===== config.mk =====
export PLATFORM = sky130hd
export DESIGN_NAME = motorPwmTop
export DESIGN_NICKNAME = d
export VERILOG_FILES = /design/src/source/motorPwmPkg.sv /design/src/source/stepFrameTimer.sv /design/src/source/phasePwmGenerator.sv /design/src/source/gateDriveStage.sv /design/src/source/motorPwmTop.sv
export SDC_FILE = /design/constraint.sdc
export NUM_CORES = 1
export LEC_CHECK = 0
export BUFFER_PORTS_ARGS = -buffer_cell sky130_fd_sc_hd__buf_2
export CAP_MARGIN = 10
export CORE_MARGIN = 4
export CORE_UTILIZATION = 40
export CTS_CLUSTER_SIZE = 30
export DETAILED_ROUTE_END_ITERATION = 6
export GPL_TIMING_DRIVEN = 0
export PLACE_DENSITY = 0.63
export SETUP_SLACK_MARGIN = 0.5
export SYNTH_ARGS = -nofsm -noshare
export SYNTH_HDL_FRONTEND = slang
export SYNTH_HIERARCHICAL = 1
export SYNTH_SLANG_ARGS = --single-unit

===== constraint.sdc =====
create_clock -name clk -period 3.8 [get_ports clk]
set_clock_uncertainty 0.05 [all_clocks]
set_input_delay 0.76 -clock clk [delete_from_list [all_inputs] [get_ports clk]]
set_output_delay 0.76 -clock clk [all_outputs]
set_load 0.01 [all_outputs]

===== src/source/motorPwmPkg.sv =====
package motorPwmPkg;

    // every position, pulse length and lost value is this wide
    localparam int posW = 16;

    // three motor phases, A B C
    localparam int phaseCount = 3;

    // twelve commutation steps make one electrical sector
    localparam int stepCount = 12;
    localparam int stepW = 4;

    // decision taken by a phase generator at each period start
    typedef enum logic [1:0] {
        // generator is outside an active step
        skipIdle = 2'd0,
        // summed length too short, period stays low and the sum carries over
        skipMinLimit = 2'd1,
        // period emits a pulse
        skipNone = 2'd2
    } skipReasonE;

    // frame timer states
    typedef enum logic [1:0] {
        tmIdle = 2'd0,
        tmRun = 2'd1,
        tmReport = 2'd2
    } timerStateE;

endpackage


===== src/source/stepFrameTimer.sv =====
`timescale 1ns/1ps

module stepFrameTimer
    import motorPwmPkg::*;
#(
    parameter int periodLen = 64
) (
    input  logic            clk,
    input  logic            rstN,
    input  logic            cmdValid,
    input  logic [posW-1:0] cmdLenA,
    input  logic [posW-1:0] cmdLenB,
    input  logic [posW-1:0] cmdLenC,
    input  logic [7:0]      cmdPeriods,
    input  logic            repReady,
    output logic            cmdReady,
    output logic            repValid,
    output logic [posW-1:0] lenA,
    output logic [posW-1:0] lenB,
    output logic [posW-1:0] lenC,
    output logic            periodStart,
    output logic            stepFirst,
    output logic            stepLast,
    output logic            stepActive,
    output logic [stepW-1:0] stepIndex
);

    localparam int cntW = (periodLen < 2) ? 1 : $clog2(periodLen);
    localparam logic [cntW-1:0] cycleLast = cntW'(periodLen - 1);
    localparam logic [stepW-1:0] stepLastIdx = stepW'(stepCount - 1);

    timerStateE state;
    logic [cntW-1:0] cycleCnt;
    logic [7:0] periodLeft;
    logic firstCycle;
    logic cmdTake;
    logic repTake;
    logic periodEnd;

    assign cmdReady = (state == tmIdle);
    assign repValid = (state == tmReport);
    assign cmdTake = cmdValid && cmdReady;
    assign repTake = repValid && repReady;

    // strobes are decoded from the counters while a step runs
    assign stepActive = (state == tmRun);
    assign periodStart = stepActive && (cycleCnt == '0);
    assign stepFirst = stepActive && firstCycle;
    assign periodEnd = stepActive && (cycleCnt == cycleLast);
    assign stepLast = periodEnd && (periodLeft == 8'd1);

    always_ff @(posedge clk or negedge rstN) begin
        if (!rstN) begin
            state <= tmIdle;
            cycleCnt <= '0;
            periodLeft <= 8'd0;
            firstCycle <= 1'b0;
            stepIndex <= '0;
        end else begin
            case (state)
                tmIdle: begin
                    if (cmdTake) begin
                        state <= tmRun;
                        firstCycle <= 1'b1;
                        cycleCnt <= '0;
                        // a zero period count still runs a single period
                        periodLeft <= (cmdPeriods == 8'd0) ? 8'd1 : cmdPeriods;
                    end
                end
                tmRun: begin
                    firstCycle <= 1'b0;
                    if (periodEnd) begin
                        cycleCnt <= '0;
                        periodLeft <= periodLeft - 8'd1;
                        if (stepLast) begin
                            state <= tmReport;
                        end
                    end else begin
                        cycleCnt <= cycleCnt + 1'b1;
                    end
                end
                tmReport: begin
                    // hold here until the lost values are taken
                    if (repTake) begin
                        state <= tmIdle;
                        if (stepIndex == stepLastIdx) begin
                            stepIndex <= '0;
                        end else begin
                            stepIndex <= stepIndex + 1'b1;
                        end
                    end
                end
                default: begin
                    state <= tmIdle;
                end
            endcase
        end
    end

    // command lengths latched at the transfer and held for the whole step
    always_ff @(posedge clk or negedge rstN) begin
        if (!rstN) begin
            lenA <= '0;
            lenB <= '0;
            lenC <= '0;
        end else if (cmdTake) begin
            lenA <= cmdLenA;
            lenB <= cmdLenB;
            lenC <= cmdLenC;
        end
    end

endmodule


===== src/source/phasePwmGenerator.sv =====
`timescale 1ns/1ps

module phasePwmGenerator
    import motorPwmPkg::*;
#(
    parameter int periodLen = 64,
    parameter int minPulse = 8
) (
    input  logic            clk,
    input  logic            rstN,
    input  logic            stepActive,
    input  logic            periodStart,
    input  logic            stepFirst,
    input  logic            stepLast,
    input  logic [posW-1:0] pulseLen,
    output logic            pwm,
    output logic [posW-1:0] lostPos
);

    localparam logic [posW-1:0] periodLenW = posW'(periodLen);
    localparam logic [posW-1:0] minPulseW = posW'(minPulse);

    skipReasonE skipReason;
    logic [posW-1:0] posSum;
    logic [posW-1:0] pulseClip;
    logic [posW-1:0] remain;
    logic [posW-1:0] pulseCnt;
    logic [posW-1:0] pulseNext;
    logic [posW-1:0] wantAcc;
    logic [posW-1:0] realAcc;

    // length carried from skipped periods joins this period's request
    assign posSum = remain + pulseLen;

    // a pulse never runs longer than one period
    assign pulseClip = (posSum > periodLenW) ? periodLenW : posSum;

    always_comb begin
        if (!stepActive) begin
            skipReason = skipIdle;
        end else if (posSum < minPulseW) begin
            skipReason = skipMinLimit;
        end else begin
            skipReason = skipNone;
        end
    end

    // the pulse counter is cut at the step end so the output is low while
    // the report waits
    always_comb begin
        if (stepLast) begin
            pulseNext = '0;
        end else if (periodStart && (skipReason == skipNone)) begin
            pulseNext = pulseClip;
        end else if (pulseCnt != '0) begin
            pulseNext = pulseCnt - 1'b1;
        end else begin
            pulseNext = '0;
        end
    end

    always_ff @(posedge clk or negedge rstN) begin
        if (!rstN) begin
            pulseCnt <= '0;
            pwm <= 1'b0;
        end else begin
            pulseCnt <= pulseNext;
            pwm <= (pulseNext != '0);
        end
    end

    // remainder of skipped periods
    always_ff @(posedge clk or negedge rstN) begin
        if (!rstN) begin
            remain <= '0;
        end else if (stepLast) begin
            remain <= '0;
        end else if (periodStart) begin
            case (skipReason)
                skipMinLimit: begin
                    remain <= posSum;
                end
                skipNone: begin
                    remain <= '0;
                end
                default: begin
                    remain <= remain;
                end
            endcase
        end
    end

    // wanted high cycles, one request per period
    always_ff @(posedge clk or negedge rstN) begin
        if (!rstN) begin
            wantAcc <= '0;
        end else if (stepLast) begin
            wantAcc <= '0;
        end else if (stepFirst) begin
            wantAcc <= pulseLen;
        end else if (periodStart) begin
            wantAcc <= wantAcc + pulseLen;
        end
    end

    // high cycles actually driven
    always_ff @(posedge clk or negedge rstN) begin
        if (!rstN) begin
            realAcc <= '0;
        end else if (stepLast) begin
            realAcc <= '0;
        end else if (pwm) begin
            realAcc <= realAcc + 1'b1;
        end
    end

    // the high cycle in the stepLast cycle itself is not yet in realAcc
    always_ff @(posedge clk or negedge rstN) begin
        if (!rstN) begin
            lostPos <= '0;
        end else if (stepLast) begin
            lostPos <= wantAcc - realAcc - posW'(pwm);
        end
    end

endmodule


===== src/source/gateDriveStage.sv =====
`timescale 1ns/1ps

module gateDriveStage
    import motorPwmPkg::*;
#(
    parameter int deadCycles = 2
) (
    input  logic                  clk,
    input  logic                  rstN,
    input  logic [phaseCount-1:0] pwmBits,
    input  logic [stepW-1:0]      stepIndex,
    input  logic                  stepFirst,
    output logic [phaseCount-1:0] gateHigh,
    output logic [phaseCount-1:0] gateLow
);

    localparam int deadW = (deadCycles < 1) ? 1 : $clog2(deadCycles + 1);
    localparam logic [stepW-1:0] halfStart = stepW'(stepCount / 2);

    logic lowHalf;
    logic prevLowHalf;
    logic sideChange;
    logic [deadW-1:0] deadCnt;

    // steps 0 to 5 drive the high side, 6 to 11 the low side
    assign lowHalf = (stepIndex >= halfStart);
    assign sideChange = stepFirst && (lowHalf != prevLowHalf);

    // after reset the low side counts as last used, so the first
    // high-side step also starts with dead time
    always_ff @(posedge clk or negedge rstN) begin
        if (!rstN) begin
            prevLowHalf <= 1'b1;
            deadCnt <= '0;
        end else begin
            if (stepFirst) begin
                prevLowHalf <= lowHalf;
            end
            if (sideChange) begin
                deadCnt <= deadW'(deadCycles);
            end else if (deadCnt != '0) begin
                deadCnt <= deadCnt - 1'b1;
            end
        end
    end

    // the dead counter masks the first pwm cycles of the new step
    always_ff @(posedge clk or negedge rstN) begin
        if (!rstN) begin
            gateHigh <= '0;
            gateLow <= '0;
        end else if (sideChange || (deadCnt != '0)) begin
            gateHigh <= '0;
            gateLow <= '0;
        end else if (lowHalf) begin
            gateHigh <= '0;
            gateLow <= pwmBits;
        end else begin
            gateHigh <= pwmBits;
            gateLow <= '0;
        end
    end

endmodule


===== src/source/motorPwmTop.sv =====
`timescale 1ns/1ps

module motorPwmTop
    import motorPwmPkg::*;
#(
    parameter int periodLen = 64,
    parameter int minPulse = 8,
    parameter int deadCycles = 2
) (
    input  logic                  clk,
    input  logic                  rstN,
    input  logic                  cmdValid,
    input  logic [posW-1:0]       cmdLenA,
    input  logic [posW-1:0]       cmdLenB,
    input  logic [posW-1:0]       cmdLenC,
    input  logic [7:0]            cmdPeriods,
    input  logic                  repReady,
    output logic                  cmdReady,
    output logic                  repValid,
    output logic [posW-1:0]       repLostA,
    output logic [posW-1:0]       repLostB,
    output logic [posW-1:0]       repLostC,
    output logic [phaseCount-1:0] gateHigh,
    output logic [phaseCount-1:0] gateLow
);

    logic [posW-1:0] lenA;
    logic [posW-1:0] lenB;
    logic [posW-1:0] lenC;
    logic periodStart;
    logic stepFirst;
    logic stepLast;
    logic stepActive;
    logic [stepW-1:0] stepIndex;
    logic [posW-1:0] phaseLen [phaseCount];
    logic [posW-1:0] phaseLost [phaseCount];
    logic [phaseCount-1:0] pwmBits;

    stepFrameTimer #(
        .periodLen(periodLen)
    ) stepFrameTimer_i (
        .clk(clk),
        .rstN(rstN),
        .cmdValid(cmdValid),
        .cmdLenA(cmdLenA),
        .cmdLenB(cmdLenB),
        .cmdLenC(cmdLenC),
        .cmdPeriods(cmdPeriods),
        .repReady(repReady),
        .cmdReady(cmdReady),
        .repValid(repValid),
        .lenA(lenA),
        .lenB(lenB),
        .lenC(lenC),
        .periodStart(periodStart),
        .stepFirst(stepFirst),
        .stepLast(stepLast),
        .stepActive(stepActive),
        .stepIndex(stepIndex)
    );

    // phase order A B C follows the loop index
    assign phaseLen[0] = lenA;
    assign phaseLen[1] = lenB;
    assign phaseLen[2] = lenC;

    for (genvar p = 0; p < phaseCount; p++) begin : genPhase
        phasePwmGenerator #(
            .periodLen(periodLen),
            .minPulse(minPulse)
        ) phasePwmGenerator_i (
            .clk(clk),
            .rstN(rstN),
            .stepActive(stepActive),
            .periodStart(periodStart),
            .stepFirst(stepFirst),
            .stepLast(stepLast),
            .pulseLen(phaseLen[p]),
            .pwm(pwmBits[p]),
            .lostPos(phaseLost[p])
        );
    end

    assign repLostA = phaseLost[0];
    assign repLostB = phaseLost[1];
    assign repLostC = phaseLost[2];

    gateDriveStage #(
        .deadCycles(deadCycles)
    ) gateDriveStage_i (
        .clk(clk),
        .rstN(rstN),
        .pwmBits(pwmBits),
        .stepIndex(stepIndex),
        .stepFirst(stepFirst),
        .gateHigh(gateHigh),
        .gateLow(gateLow)
    );

endmodule


==> impl_metrics.tcl <==
set metrics [dict create \
    detail_route.drc_violations 0 \
    die_area_mm2 0.0590 \
    fp.coreArea_mm2 0.0542 \
    dpl-instance-area_mm2 0.0237 \
    wire_per_inst_um 17.5 \
    grt_setup_unrepaired "true" \
    worst-endpoint-required_ps 4240 \
    static_leakage_nw 12.6 \
    postRouteWirelength_mm 58.8 \
    timing.rr.start "stepFrameTimer_i/lenA[0]" \
    synth_edf_count 0 \
    initialDrtViolationCount 1052 \
    syn_to_final_growth_pct 18.9 \
    multi_input_comb_area_mm2 0.0136 \
    power.share.switching_pct 41.4 \
    finalSetupViolations 0 \
    seq_area_mm2 0.00805 \
    worstSetupStartpointType "flop" \
    grt.overflow.total 0 \
    power_density_mw_per_mm2 718 \
    place_hpwl_mm 42.6 \
    layout.cells.non_filler 3357 \
    cts.root.buffer_cell "clkbuf_16" \
    worstSetupStartpoint "stepFrameTimer_i/lenA[0]" \
    tritoncts_num_sinks 321 \
    clock_insertion_delay_worst_skew_ps 570 \
    timing.final.crit_share_pct 90.1 \
    post-route-cell-area_mm2 0.0263 \
    die_width_um 243 \
    totalPowerFinal_w 0.0189 \
    post-route-util_pct 48.4 \
    grt_pass1_wl_mm 94.8 \
    weighted_congestion_reported_at_the_end_of_routability_driven_placement 0.876 \
    worst-slew-pin-transition_ps 909 \
    register_to_register_setup_slack_ps 380 \
    synth_top_cell_by_area "dfrtp_1" \
    detailedRoute.firstPassIterationCount 5 \
    async_flop_share_pct 100 \
    final_hold_viol_count 0 \
    dp.cells 3227 \
    synth_most_common_cell "dfrtp_1" \
    dr_total_vias 18600 \
    clock_tree_from_tritoncts "done" \
    power_switching_w 0.00781 \
    floorplan.rows 85 \
    worst_setup_path_endpoint "genPhase[0].phasePwmGenerator_i/pulseCnt[1]" \
    numCtsBuffers 39 \
    power.share.sequential_pct 27.9 \
    timing.critical_path.to_type "flop" \
    syn_inst 2411 \
    power.share.combinational_pct 51.5 \
    relSlewSlack_pct 38.9 \
    max_freq_mhz 292 \
    slew_viol_final 0 \
    final_antenna_net_count 0 \
    cell_internal_pwr_w 0.0110 \
    synthDominantCellAreaShare_pct 36.3 \
    timing.setup.critical_path_class "flop to flop" \
    via_count_of_the_first_global_routing_pass 18300 \
    die_height_um 243 \
    grt_max_degree 113 \
    final.min_clock_period_ps 3420 \
    top_level_ports 116 \
    clock_power_share_pct 20.7 \
    synthDistinctLibCells 88 \
    grt_antenna_before_repair 0 \
    synthesis.nets 2672 \
    status "completed" \
    filler_cell_count 5081 \
    cts-root-to-sink-buffers 3 \
    vdd_drop_max_mv 0.471 \
    arrival_ps 3870 \
    min-delay-path-class "input port to asynchronous set/reset pin" \
    synth.cell_area_mm2 0.0221 \
    final_layout_size_suffix_gt1_share_pct 20.3 \
    global_route.usage.total_pct 19.3 \
    syn_area_per_cell_um2 9.16 \
    post_synth_most_frequent_cells "dfrtp_1 (320), nor2_1 (246), inv_1 (199)" \
    path_max_fanout 10 \
    synth-warning-count 6 \
    antenna_cells 0 \
    initial_utilization_pct 40.7 \
    clock_pin_slew_on_the_worst_setup_and_hold_paths_ps 60 \
    final_nets 2893 \
    cts_h_tree_depth 2 \
    yosys_most_used_dff "dfrtp_1" \
    numPortBuffers 115 \
    synth_area_leaders "dfrtp_1 (36%), ha_1 (11%), nor2_1 (4.2%), mux2_2 (4.0%), xnor2_1 (3.7%)" \
    flop_and_latch_count_out_of_synthesis 321 \
    maxCapViolCount 0 \
    fin_ws_ps 376 \
    endpoint_of_the_worst_register_to_register_path "genPhase[0].phasePwmGenerator_i/pulseCnt[1]" \
    place_worst_setup_slack_ps -302 \
    synth_sequential_area_ratio_pct 36.4 \
    r2r.worst_path.cells 14 \
    avgViaCountPerCell 5.55 \
]
## repair_timing
action,in CTS,in global routing
setup buffers,24,32
gates cloned,2,1
hold endpoints to repair,0,0
resized for setup,99,133
hold buffers,0,0
pin swaps,40,52
setup endpoints to repair,220,156
## worst max-delay path, stage by stage, from the launching register on
cell and delay (ps):
dfrtp_2 440, ha_4 180, fa_2 380, buf_6 130, a21o_1 170, or3_1 320, a211o_2 330, o221ai_2 190
and2_4 200, nand2_4 50, o41ai_4 350, buf_6 170, buf_12 110, nand2_8 110, o21ai_2 170
## power by group through the flow
stage | sequential (W) | combinational [W] | clock [W]
after floorplan | 0.00500 | 0.00678 | 0
after global placement | 0.00527 | 0.00831 | 0
after detailed placement | 0.00529 | 0.00860 | 0
after CTS | 0.00525 | 0.00897 | 0.00402
after global routing | 0.00538 | 0.0109 | 0.00416
final | 0.00526 | 0.00971 | 0.00389
## cell families (layout without fill, tap and decap cells)
kind of cell	count (synthesis)	after routing	synth area share (%)
xor gates and xnor gates	180	180	7.14
DFF	321	321	36.4
muxes	116	116	5.74
buffers and inverters	288	537	5.14
AOI/OAI and AO/OA	508	508	15.6
adders and majority gates	201	201	11.8
and+or+nand+nor	797	798	18.2
## sequential cells by signal, summed over array words and instances (netlist names)
register                               count
genPhase.phasePwmGenerator_i/pwm           3
stepFrameTimer_i/cycleCnt                  6
gateDriveStage_i/prevLowHalf               1
genPhase.phasePwmGenerator_i/realAcc      48
gateDriveStage_i/gateHigh                  3
stepFrameTimer_i/periodLeft                8
genPhase.phasePwmGenerator_i/wantAcc      48
gateDriveStage_i/gateLow                   3
stepFrameTimer_i/lenB                     16
genPhase.phasePwmGenerator_i/lostPos      48
genPhase.phasePwmGenerator_i/remain       48
stepFrameTimer_i/stepIndex                 4
gateDriveStage_i/deadCnt                   2
genPhase.phasePwmGenerator_i/pulseCnt     48
stepFrameTimer_i/lenC                     16
stepFrameTimer_i/state                     2
stepFrameTimer_i/lenA                     16
stepFrameTimer_i/firstCycle                1
## cells in the final DEF, fill, tap and decap left out, drive strengths merged, types with 16 or more instances in the layout
cell type,n
xnor2,93
clkbuf,111
o31ai,23
nand3b,16
a21oi,108
nand2,134
and3,64
nand2b,28
nor3,68
mux2i,36
a211o,16
o21ai,115
a31oi,43
a21o,32
nor4,21
nand4,34
mux2,80
nor3b,16
nor2,246
and2,20
o21a,25
or3,26
inv,202
xor2,87
dfrtp,320
buf,207
nand3,74
o211ai,21
ha,189
a211oi,35
## metal layers
layer	vias up	wire length (um)	GRT usage (%)
li1	9033	-	-
met1	9087	26600	25.9
met2	409	27800	32.1
met3	111	2740	3.00
met4	0	1690	6.16
met5	-	0	0
## per-stage QoR
step | hold WS, ps | setup TNS [ps]
2_1_floorplan | 391 | 0
3_3_place_gp | 406 | -1482050
3_5_place_dp | 412 | -14300
4_1_cts | 54.8 | 0
5_1_grt | 86.4 | 0
6_report | 70.3 | 0
## worst min path at each step
stage                                                  endpoint  depth (start not counted)                   startpoint  slack, ps
floorplan                           stepFrameTimer_i/firstCycle                          1  stepFrameTimer_i/firstCycle        390
global placement                    stepFrameTimer_i/firstCycle                          1  stepFrameTimer_i/firstCycle        410
detailed placement                  stepFrameTimer_i/firstCycle                          1  stepFrameTimer_i/firstCycle        410
CTS                 genPhase[2].phasePwmGenerator_i/wantAcc[15]                          1                         rstN         50
global route         genPhase[2].phasePwmGenerator_i/wantAcc[9]                          1                         rstN         90
finish               genPhase[2].phasePwmGenerator_i/remain[11]                          1                         rstN         70
## layout make-up
class | instances | area share, %
Multi-Input combinational cell | 1803 | 51.9
Sequential cell | 321 | 30.7
Timing Repair Buffer | 179 | 4.50
Clock buffer | 54 | 4.24
Tap cell | 696 | 3.32
Inverter | 203 | 2.91
Buffer | 85 | 1.63
Clock inverter | 16 | 0.863
No activity file was read; power rests on OpenSTA's default activity.
